==> src/verilog/vi_core_pkg.sv <==
// vi_core shared definitions

package vi_core_pkg;

	// operations handled by the slice
	typedef enum logic [3:0] {
		OP_ADD,
		OP_SUB,
		OP_AND,
		OP_OR,
		OP_XOR,
		OP_SLT,
		OP_ADDI,
		OP_MUL,
		OP_ILLEGAL
	} op_e;

	typedef enum logic [1:0] {
		ST_IDLE,
		ST_ACCESS,
		ST_WAIT
	} apb_state_e;

	// decoded instruction with resolved operands
	typedef struct packed {
		logic        valid;
		op_e         op;
		logic [4:0]  rd;
		logic [31:0] operand_a;
		logic [31:0] operand_b;
	} issue_t;

	// result heading for the register file
	typedef struct packed {
		logic        valid;
		logic [4:0]  rd;
		logic [31:0] data;
	} wb_t;

	// apb address map
	localparam logic [7:0] ADDR_INSTR    = 8'h00;
	localparam logic [7:0] ADDR_RETIRED  = 8'h04;
	localparam logic [7:0] ADDR_REG_BASE = 8'h80;

	localparam int MULT_STAGES = 5;

	// rv32 encoding fields
	localparam logic [6:0] OPC_OP     = 7'b0110011;
	localparam logic [6:0] OPC_OP_IMM = 7'b0010011;
	localparam logic [6:0] F7_BASE    = 7'b0000000;
	localparam logic [6:0] F7_ALT     = 7'b0100000;
	localparam logic [6:0] F7_MULDIV  = 7'b0000001;
	localparam logic [2:0] F3_ADD     = 3'b000;
	localparam logic [2:0] F3_SLT     = 3'b010;
	localparam logic [2:0] F3_XOR     = 3'b100;
	localparam logic [2:0] F3_OR      = 3'b110;
	localparam logic [2:0] F3_AND     = 3'b111;

endpackage

==> src/verilog/apb_issue.sv <==
// APB issue sequencer

module apb_issue (
	input  logic                clk_i,
	input  logic                rst_n_i,
	input  logic                psel_i,
	input  logic                penable_i,
	input  logic                pwrite_i,
	input  logic [7:0]          paddr_i,
	input  logic [31:0]         pwdata_i,
	input  logic                stall_i,
	input  logic                busy_i,
	input  logic [31:0]         operand_a_i,
	input  logic [31:0]         operand_b_i,
	input  logic [31:0]         dbg_data_i,
	input  logic [31:0]         retired_i,
	output logic [4:0]          rs1_o,
	output logic [4:0]          rs2_o,
	output logic [4:0]          dbg_addr_o,
	output vi_core_pkg::issue_t issue_o,
	output logic [31:0]         prdata_o,
	output logic                pready_o,
	output logic                pslverr_o
);

	import vi_core_pkg::*;

	apb_state_e  state_q;
	apb_state_e  state_d;
	op_e         dec_op;
	logic [6:0]  funct7;
	logic [2:0]  funct3;
	logic [31:0] imm;
	logic        sel_instr;
	logic        sel_retired;
	logic        sel_reg;
	logic        access;
	logic        err;
	logic        done;

	assign funct7 = pwdata_i[31:25];
	assign funct3 = pwdata_i[14:12];
	assign imm    = {{20{pwdata_i[31]}}, pwdata_i[31:20]};
	assign rs1_o  = pwdata_i[19:15];
	assign rs2_o  = pwdata_i[24:20];

	// rv32 decode
	always_comb begin
		dec_op = OP_ILLEGAL;
		case (pwdata_i[6:0])
			OPC_OP: begin
				case ({funct7, funct3})
					{F7_BASE, F3_ADD}:   dec_op = OP_ADD;
					{F7_ALT, F3_ADD}:    dec_op = OP_SUB;
					{F7_BASE, F3_AND}:   dec_op = OP_AND;
					{F7_BASE, F3_OR}:    dec_op = OP_OR;
					{F7_BASE, F3_XOR}:   dec_op = OP_XOR;
					{F7_BASE, F3_SLT}:   dec_op = OP_SLT;
					{F7_MULDIV, F3_ADD}: dec_op = OP_MUL;
					default:             dec_op = OP_ILLEGAL;
				endcase
			end
			OPC_OP_IMM: begin
				if (funct3 == F3_ADD)
					dec_op = OP_ADDI;
			end
			default: dec_op = OP_ILLEGAL;
		endcase
	end

	// address decode, registers live word aligned at 0x80..0xfc
	assign sel_instr   = (paddr_i == ADDR_INSTR);
	assign sel_retired = (paddr_i == ADDR_RETIRED);
	assign sel_reg     = ((paddr_i & 8'h83) == ADDR_REG_BASE);
	assign dbg_addr_o  = paddr_i[6:2];

	always_comb begin
		err  = 1'b1;
		done = 1'b1;
		if (pwrite_i) begin
			if (sel_instr && dec_op != OP_ILLEGAL) begin
				err  = 1'b0;
				done = !stall_i;
			end
		end else if (sel_retired || sel_reg) begin
			err  = 1'b0;
			done = !busy_i;
		end
	end

	assign access    = psel_i && penable_i && (state_q != ST_IDLE);
	assign pready_o  = access && done;
	assign pslverr_o = pready_o && err;
	assign prdata_o  = sel_retired ? retired_i : (sel_reg ? dbg_data_i : 32'd0);

	// issue fires on the completing edge only
	always_comb begin
		issue_o.valid     = pready_o && pwrite_i && !err;
		issue_o.op        = (psel_i && pwrite_i && sel_instr) ? dec_op : OP_ILLEGAL;
		issue_o.rd        = pwdata_i[11:7];
		issue_o.operand_a = operand_a_i;
		issue_o.operand_b = (dec_op == OP_ADDI) ? imm : operand_b_i;
	end

	always_comb begin
		state_d = state_q;
		case (state_q)
			ST_IDLE: begin
				if (psel_i && !penable_i)
					state_d = ST_ACCESS;
			end
			ST_ACCESS, ST_WAIT: begin
				if (pready_o || !psel_i)
					state_d = ST_IDLE;
				else
					state_d = ST_WAIT;
			end
			default: state_d = ST_IDLE;
		endcase
	end

	always_ff @(posedge clk_i or negedge rst_n_i) begin
		if (!rst_n_i)
			state_q <= ST_IDLE;
		else
			state_q <= state_d;
	end

endmodule

==> src/verilog/bypass_ctrl.sv <==
// operand bypass and hazard control

module bypass_ctrl (
	input  logic [4:0]       rs1_i,
	input  logic [4:0]       rs2_i,
	input  vi_core_pkg::op_e op_i,
	input  logic             req_i,
	input  logic [31:0]      rf_a_i,
	input  logic [31:0]      rf_b_i,
	input  vi_core_pkg::wb_t alu_res_i,
	input  vi_core_pkg::wb_t mult_stage_i [vi_core_pkg::MULT_STAGES],
	output logic [31:0]      operand_a_o,
	output logic [31:0]      operand_b_o,
	output logic             stall_o,
	output logic             busy_o
);

	import vi_core_pkg::*;

	logic hit_a;
	logic hit_b;
	logic mult_busy;
	logic uses_rs2;
	logic waiting;

	// alu first, then the last multiplier stage, then the register file
	function automatic logic [31:0] resolve(input logic [4:0] rs, input logic [31:0] rf_data,
			input wb_t alu, input wb_t mult_last);
		logic [31:0] data;
		if (rs == 5'd0)
			data = 32'd0;
		else if (alu.valid && alu.rd == rs)
			data = alu.data;
		else if (mult_last.valid && mult_last.rd == rs)
			data = mult_last.data;
		else
			data = rf_data;
		return data;
	endfunction

	assign operand_a_o = resolve(rs1_i, rf_a_i, alu_res_i, mult_stage_i[MULT_STAGES-1]);
	assign operand_b_o = resolve(rs2_i, rf_b_i, alu_res_i, mult_stage_i[MULT_STAGES-1]);

	// products still in flight cannot be forwarded
	always_comb begin
		hit_a     = 1'b0;
		hit_b     = 1'b0;
		mult_busy = 1'b0;
		for (int i = 0; i < MULT_STAGES; i++) begin
			mult_busy = mult_busy | mult_stage_i[i].valid;
			if (i < MULT_STAGES - 1 && mult_stage_i[i].valid) begin
				if (mult_stage_i[i].rd == rs1_i)
					hit_a = 1'b1;
				if (mult_stage_i[i].rd == rs2_i)
					hit_b = 1'b1;
			end
		end
	end

	// addi carries immediate bits in the rs2 field
	assign uses_rs2 = (op_i != OP_ADDI);
	assign waiting  = req_i && (op_i != OP_ILLEGAL);

	assign stall_o = waiting && ((hit_a && rs1_i != 5'd0)
		|| (uses_rs2 && hit_b && rs2_i != 5'd0)
		|| (op_i != OP_MUL && mult_stage_i[MULT_STAGES-2].valid));

	assign busy_o = alu_res_i.valid || mult_busy;

endmodule

==> src/verilog/exe_stage.sv <==
// execute latch and integer ALU

module exe_stage (
	input  logic                clk_i,
	input  logic                rst_n_i,
	input  vi_core_pkg::issue_t issue_i,
	output vi_core_pkg::wb_t    alu_res_o
);

	import vi_core_pkg::*;

	logic        take;
	logic        valid_q;
	op_e         op_q;
	logic [4:0]  rd_q;
	logic [31:0] a_q;
	logic [31:0] b_q;
	logic [31:0] result;

	// MUL goes to the multiplier only
	assign take = issue_i.valid && (issue_i.op != OP_MUL);

	always_ff @(posedge clk_i or negedge rst_n_i) begin
		if (!rst_n_i)
			valid_q <= 1'b0;
		else
			valid_q <= take;
	end

	always_ff @(posedge clk_i) begin
		if (take) begin
			op_q <= issue_i.op;
			rd_q <= issue_i.rd;
			a_q  <= issue_i.operand_a;
			b_q  <= issue_i.operand_b;
		end
	end

	always_comb begin
		case (op_q)
			OP_ADD, OP_ADDI: result = a_q + b_q;
			OP_SUB:          result = a_q - b_q;
			OP_AND:          result = a_q & b_q;
			OP_OR:           result = a_q | b_q;
			OP_XOR:          result = a_q ^ b_q;
			OP_SLT:          result = {31'd0, $signed(a_q) < $signed(b_q)};
			default:         result = 32'd0;
		endcase
	end

	assign alu_res_o.valid = valid_q;
	assign alu_res_o.rd    = rd_q;
	assign alu_res_o.data  = result;

endmodule

==> src/verilog/int_registers.sv <==
// integer register file

module int_registers (
	input  logic             clk_i,
	input  logic             rst_n_i,
	input  logic [4:0]       rs1_i,
	input  logic [4:0]       rs2_i,
	input  logic [4:0]       dbg_addr_i,
	input  vi_core_pkg::wb_t wr_i,
	output logic [31:0]      rd_a_o,
	output logic [31:0]      rd_b_o,
	output logic [31:0]      dbg_data_o
);

	logic [31:0] regs [32];

	always_ff @(posedge clk_i or negedge rst_n_i) begin
		if (!rst_n_i) begin
			for (int i = 0; i < 32; i++)
				regs[i] <= 32'd0;
		end else if (wr_i.valid && wr_i.rd != 5'd0) begin
			// x0 stays zero
			regs[wr_i.rd] <= wr_i.data;
		end
	end

	assign rd_a_o     = regs[rs1_i];
	assign rd_b_o     = regs[rs2_i];
	assign dbg_data_o = regs[dbg_addr_i];

endmodule

==> src/verilog/mult_pipe.sv <==
// five stage multiplier

module mult_pipe (
	input  logic                clk_i,
	input  logic                rst_n_i,
	input  vi_core_pkg::issue_t issue_i,
	output vi_core_pkg::wb_t    stage_o [vi_core_pkg::MULT_STAGES]
);

	import vi_core_pkg::*;

	logic        valid_q [MULT_STAGES];
	logic [4:0]  rd_q    [MULT_STAGES];
	logic [31:0] acc_q   [MULT_STAGES];
	// operands only needed until the last byte is folded in
	logic [31:0] a_q     [MULT_STAGES-2];
	logic [31:0] b_q     [MULT_STAGES-2];

	// one byte of b per stage, low 32 bits kept
	function automatic logic [31:0] partial(input logic [31:0] a, input logic [31:0] b,
			input int k);
		logic [31:0] b_byte;
		b_byte = {24'd0, b[8*k +: 8]};
		return (a * b_byte) << (8 * k);
	endfunction

	always_ff @(posedge clk_i or negedge rst_n_i) begin
		if (!rst_n_i) begin
			for (int i = 0; i < MULT_STAGES; i++)
				valid_q[i] <= 1'b0;
		end else begin
			valid_q[0] <= issue_i.valid && (issue_i.op == OP_MUL);
			for (int i = 1; i < MULT_STAGES; i++)
				valid_q[i] <= valid_q[i-1];
		end
	end

	always_ff @(posedge clk_i) begin
		rd_q[0]  <= issue_i.rd;
		a_q[0]   <= issue_i.operand_a;
		b_q[0]   <= issue_i.operand_b;
		acc_q[0] <= partial(issue_i.operand_a, issue_i.operand_b, 0);
		for (int i = 1; i < MULT_STAGES; i++)
			rd_q[i] <= rd_q[i-1];
		for (int i = 1; i < MULT_STAGES - 2; i++) begin
			a_q[i] <= a_q[i-1];
			b_q[i] <= b_q[i-1];
		end
		for (int i = 1; i < MULT_STAGES - 1; i++)
			acc_q[i] <= acc_q[i-1] + partial(a_q[i-1], b_q[i-1], i);
		// last stage just registers the finished product
		acc_q[MULT_STAGES-1] <= acc_q[MULT_STAGES-2];
	end

	always_comb begin
		for (int i = 0; i < MULT_STAGES; i++) begin
			stage_o[i].valid = valid_q[i];
			stage_o[i].rd    = rd_q[i];
			stage_o[i].data  = acc_q[i];
		end
	end

endmodule

==> src/verilog/vi_core.sv <==
// vi_core execute slice top

module vi_core (
	input  logic        clk_i,
	input  logic        rst_n_i,
	input  logic        psel_i,
	input  logic        penable_i,
	input  logic        pwrite_i,
	input  logic [7:0]  paddr_i,
	input  logic [31:0] pwdata_i,
	output logic [31:0] prdata_o,
	output logic        pready_o,
	output logic        pslverr_o
);

	import vi_core_pkg::*;

	// issue side
	logic [4:0]  rs1;
	logic [4:0]  rs2;
	logic [4:0]  dbg_addr;
	logic [31:0] rf_a;
	logic [31:0] rf_b;
	logic [31:0] dbg_data;
	logic [31:0] operand_a;
	logic [31:0] operand_b;
	logic        stall;
	logic        busy;
	issue_t      issue;

	// result side
	wb_t         alu_res;
	wb_t         mult_stage [MULT_STAGES];
	wb_t         wr;
	logic [31:0] retired;

	apb_issue apb_issue (
		.clk_i		(clk_i),
		.rst_n_i	(rst_n_i),
		.psel_i		(psel_i),
		.penable_i	(penable_i),
		.pwrite_i	(pwrite_i),
		.paddr_i	(paddr_i),
		.pwdata_i	(pwdata_i),
		.stall_i	(stall),
		.busy_i		(busy),
		.operand_a_i	(operand_a),
		.operand_b_i	(operand_b),
		.dbg_data_i	(dbg_data),
		.retired_i	(retired),
		.rs1_o		(rs1),
		.rs2_o		(rs2),
		.dbg_addr_o	(dbg_addr),
		.issue_o	(issue),
		.prdata_o	(prdata_o),
		.pready_o	(pready_o),
		.pslverr_o	(pslverr_o)
	);

	// op is OP_ILLEGAL unless an instruction write is pending
	bypass_ctrl bypass_ctrl (
		.rs1_i		(rs1),
		.rs2_i		(rs2),
		.op_i		(issue.op),
		.req_i		(psel_i),
		.rf_a_i		(rf_a),
		.rf_b_i		(rf_b),
		.alu_res_i	(alu_res),
		.mult_stage_i	(mult_stage),
		.operand_a_o	(operand_a),
		.operand_b_o	(operand_b),
		.stall_o	(stall),
		.busy_o		(busy)
	);

	int_registers int_registers (
		.clk_i		(clk_i),
		.rst_n_i	(rst_n_i),
		.rs1_i		(rs1),
		.rs2_i		(rs2),
		.dbg_addr_i	(dbg_addr),
		.wr_i		(wr),
		.rd_a_o		(rf_a),
		.rd_b_o		(rf_b),
		.dbg_data_o	(dbg_data)
	);

	exe_stage exe_stage (
		.clk_i		(clk_i),
		.rst_n_i	(rst_n_i),
		.issue_i	(issue),
		.alu_res_o	(alu_res)
	);

	mult_pipe mult_pipe (
		.clk_i		(clk_i),
		.rst_n_i	(rst_n_i),
		.issue_i	(issue),
		.stage_o	(mult_stage)
	);

	wb_retire wb_retire (
		.clk_i		(clk_i),
		.rst_n_i	(rst_n_i),
		.alu_res_i	(alu_res),
		.mult_res_i	(mult_stage[MULT_STAGES-1]),
		.wr_o		(wr),
		.retired_o	(retired)
	);

endmodule

==> src/verilog/wb_retire.sv <==
// writeback select and retire counter

module wb_retire (
	input  logic             clk_i,
	input  logic             rst_n_i,
	input  vi_core_pkg::wb_t alu_res_i,
	input  vi_core_pkg::wb_t mult_res_i,
	output vi_core_pkg::wb_t wr_o,
	output logic [31:0]      retired_o
);

	logic [31:0] count_q;

	// stall logic keeps the two sources apart
	assign wr_o = alu_res_i.valid ? alu_res_i : mult_res_i;

	// writes to x0 still retire
	always_ff @(posedge clk_i or negedge rst_n_i) begin
		if (!rst_n_i)
			count_q <= 32'd0;
		else if (wr_o.valid)
			count_q <= count_q + 32'd1;
	end

	assign retired_o = count_q;

endmodule

==> config.mk <==
export PLATFORM = sky130hd
export DESIGN_NAME = vi_core
export DESIGN_NICKNAME = d
export VERILOG_FILES = /design/src/verilog/vi_core_pkg.sv /design/src/verilog/apb_issue.sv /design/src/verilog/bypass_ctrl.sv /design/src/verilog/exe_stage.sv /design/src/verilog/int_registers.sv /design/src/verilog/mult_pipe.sv /design/src/verilog/vi_core.sv /design/src/verilog/wb_retire.sv
export SDC_FILE = /design/constraint.sdc
export NUM_CORES = 2
export LEC_CHECK = 0
export CAP_MARGIN = 5
export CORE_MARGIN = 2
export CORE_UTILIZATION = 30
export CTS_CLUSTER_DIAMETER = 40
export DETAILED_ROUTE_END_ITERATION = 16
export DONT_BUFFER_PORTS = 1
export PLACE_DENSITY = 0.55
export SYNTH_ARGS = -nofsm -noshare
export SYNTH_HDL_FRONTEND = slang
export SYNTH_SLANG_ARGS = --single-unit
==> constraint.sdc <==
create_clock -name clk_i -period 10.4 [get_ports clk_i]
set_clock_uncertainty 0.05 [all_clocks]
set_input_delay 2.08 -clock clk_i [delete_from_list [all_inputs] [get_ports clk_i]]
set_output_delay 2.08 -clock clk_i [all_outputs]
set_load 0.02 [all_outputs]
==> results.json <==
{
  "grt_pass1_wl_um": 483000,
  "synth_top_area_share_pct": 28.6,
  "start_util_pct": 30.2,
  "synth_cell_types": 100,
  "drt_first_pass_iters": 6,
  "clk_path_buf_depth": 3,
  "clkLatencyLatePin_ps": 910,
  "ios": 79,
  "hold_depth": 0,
  "fin_nets": 8810,
  "dpl.hpwl_um": 200000,
  "grt_start_max_net_pins": 267,
  "cts_buffers": 221,
  "io_buffers": 0,
  "dr.first_iter.drc_count": 7192,
  "critPathLaunchType": "primary input",
  "slew_violations": 0,
  "grt_usage_pct": 20.6,
  "ir_drop_mv": 0.205,
  "slowest_stage": "mux4_2",
  "grt_pass1_vias": 71300,
  "drive_gt1_share_pct": 19.3,
  "hold_viol": 0,
  "final.setup.tns_ps": 0,
  "antenna_found_initial": 25,
  "synth-main-ff-cell": "dfrtp_1",
  "yosys.area.top_type": "dfrtp_1",
  "synth_area_um2": 93200,
  "synth_nets": 9133,
  "yosys_warnings": 0,
  "drv_cap": 0,
  "wl_per_cell_um": 26.0,
  "clk_pin_slew_ps": 60,
  "drc": 0,
  "tightest_slew_ps": 1440,
  "setup_ws_ps": 454,
  "layout_min_cycle_time_ps": 9950,
  "core_um2": 309000,
  "post-place-ws_ps": 105,
  "cts-htree-levels": 4,
  "reg2reg_depth": 37,
  "p_leak_uw": 0.0431,
  "synth-seq-cells": 1418,
  "whs_ps": 266,
  "netlist_instances": 8490,
  "status": "completed",
  "post-route-period-util_pct": 95.6,
  "clockRootBuffer": "clkbuf_16",
  "synth_most_common_cell": "nand2_1",
  "timing.fmax_mhz": 101,
  "fillers": 30400,
  "worstSetupPathType": "primary input to flip-flop",
  "antenna_left": 0,
  "cpPeakStageDelay_ps": 900,
  "relSlewSlack_pct": 3.08,
  "ys_seq_area_share_pct": 37.0,
  "critPathRequiredTime_ps": 11080,
  "ctsResizeCount": 0,
  "cp.arrival_ps": 10630,
  "hold_path_class": "flip-flop to flip-flop",
  "gp_congestion": 0.913,
  "synth_commonest_cells": "1476 x nand2_1, 1163 x o21ai_0, 1064 x dfrtp_1",
  "die_w_um": 561,
  "cts_tree": "yes",
  "vias_per_cell": 5.56,
  "cts_sinks": 1418,
  "fp-row-count": 204,
  "num_vias": 69500,
  "crit_path_max_fanout": 263,
  "synth-edff-count": 73,
  "wl_um": 325000,
  "final_core_util_pct": 34.1,
  "rsz0062_at_grt": "false",
  "post_cts_buffers": 0,
  "power.density_nw_per_um2": 131,
  "grt-ovfl-total": 0,
  "finalSetupViolCount": 0,
  "area_delta_synth_final_pct": 13.0,
  "die_area_um2": 315000,
  "endpoint_kind": "flip-flop",
  "avgSynthCellArea_um2": 11.0,
  "crit_top_cell": "fa_1",
  "ctsHoldBuffers": 0,
  "async_reset_ff_share_pct": 75.0,
  "ys_top_cells_by_area": "dfrtp_1 29%, mux4_2 23%, fa_1 7.3%",
  "die_y_um": 561
}
==> through the flow <==
stage | total power [µW] | cell area (µm²) | std cells
3_3_place_gp | 5990 | 97200 | 12100
3_5_place_dp | 6000 | 97200 | 12100
5_1_grt | 14200 | 105000 | 12500
4_1_cts | 13900 | 105000 | 12500
6_report | 13800 | 105000 | 12500
2_1_floorplan | 6040 | 93200 | 8490
==> area by class of cell <==
class	instances	area [µm²]	share of cell area (%)
Antenna cell	16	40.0	0.0380
Timing Repair Buffer	152	1200	1.14
Sequential cell	1418	34400	32.7
Tap cell	4120	5150	4.89
Clock inverter	166	2250	2.13
Multi-Input combinational cell	5922	54700	52.0
Clock buffer	251	5820	5.52
Inverter	452	1700	1.61
==> flip-flops by register name, indices dropped and copies added, names as in the netlist <==
name	cells
mult_pipe.stage_o	5
exe_stage.op_q	4
int_registers.regs	1024
mult_pipe.a_q	48
mult_pipe.b_q	48
exe_stage.b_q	32
mult_pipe.acc_q	160
apb_issue.state_q	2
exe_stage.rd_q	5
exe_stage.valid_q	1
exe_stage.a_q	32
mult_pipe.rd_q	25
wb_retire.retired_o	32
==> path summary, 6_finish.rpt <==
check	endpoint	startpoint	slack [ps]
worst max-delay path	mult_pipe.acc_q[0][31]	pwdata_i[15]	450
worst min-delay path	mult_pipe.acc_q[0][34]	mult_pipe.acc_q[0][2]	270
worst max register to register	mult_pipe.acc_q[0][31]	exe_stage.a_q[0]	960
worst min register to register	mult_pipe.acc_q[0][34]	mult_pipe.acc_q[0][2]	270
max in group asynchronous	int_registers.regs[620]	rst_n_i	6750
min in group asynchronous	int_registers.regs[573]	rst_n_i	1060
==> per-layer routing <==
metal | share of wire, % | vias up | GRT usage (%)
met4 | 5.6 | 14 | 11.0
li1 | - | 29700 | -
met2 | 47 | 3259 | 32.9
met3 | 8.7 | 737 | 4.48
met1 | 39 | 35700 | 26.1
met5 | 0.030 | - | 0
==> layout by cell type (no fill, tap or decap), types with 18 or more instances in the layout <==
cell        count
o21ai_0      1129
a221oi_1       18
nor3_1         55
a31oi_1        20
inv_1         450
a21oi_1       183
and2_1        158
xor2_1         86
clkinvlp_4     18
nand2_4        31
mux4_2        940
bufinv_16      28
dfrtp_1      1063
mux2i_1       118
o21a_1         18
o21ai_1        41
nand3_1        57
clkbuf_16     224
o211ai_1       45
dfxtp_1       281
nor2_1        298
fa_1          341
buf_4         147
a21o_1         47
nand2b_1       33
and3_1         19
ha_1          257
xnor2_1       157
a211oi_1       63
edfxtp_1       73
nand2_1      1444
inv_6          34
o21bai_1       43
clkinv_2       24
o21ai_2        18
nor2b_1        45
==> worst max-delay path, delay by kind of cell <==
kind,cells,cell delay [ps]
AO/OA/AOI/OAI,11,2710
adder cells (fa/ha/maj),5,2270
multiplexers,3,1850
XOR/XNOR,2,540
AND/OR/NAND/NOR,4,500
buffers and inverters,1,50
==> report_power, final <==
group / total, µW / internal, µW / switching, µW / leakage [µW]
combinational: 327 / 181 / 146 / 0.0214
sequential: 5570 / 5550 / 14.8 / 0.0178
clock: 7940 / 4840 / 3110 / 0.00389
==> cell families (layout without fill, tap and decap cells) <==
logic type	after synthesis	count (layout)	synth area share (%)
compound gates	1765	1765	10.8
xor+xnor	245	245	2.33
fa+ha+maj	599	599	10.8
buf+inv	1150	1021	4.83
flops	1418	1418	37.0
mux	1071	1071	24.1
other cells	0	16	0
simple gates	2242	2242	10.2
No activity file was read; power rests on OpenSTA's default activity.
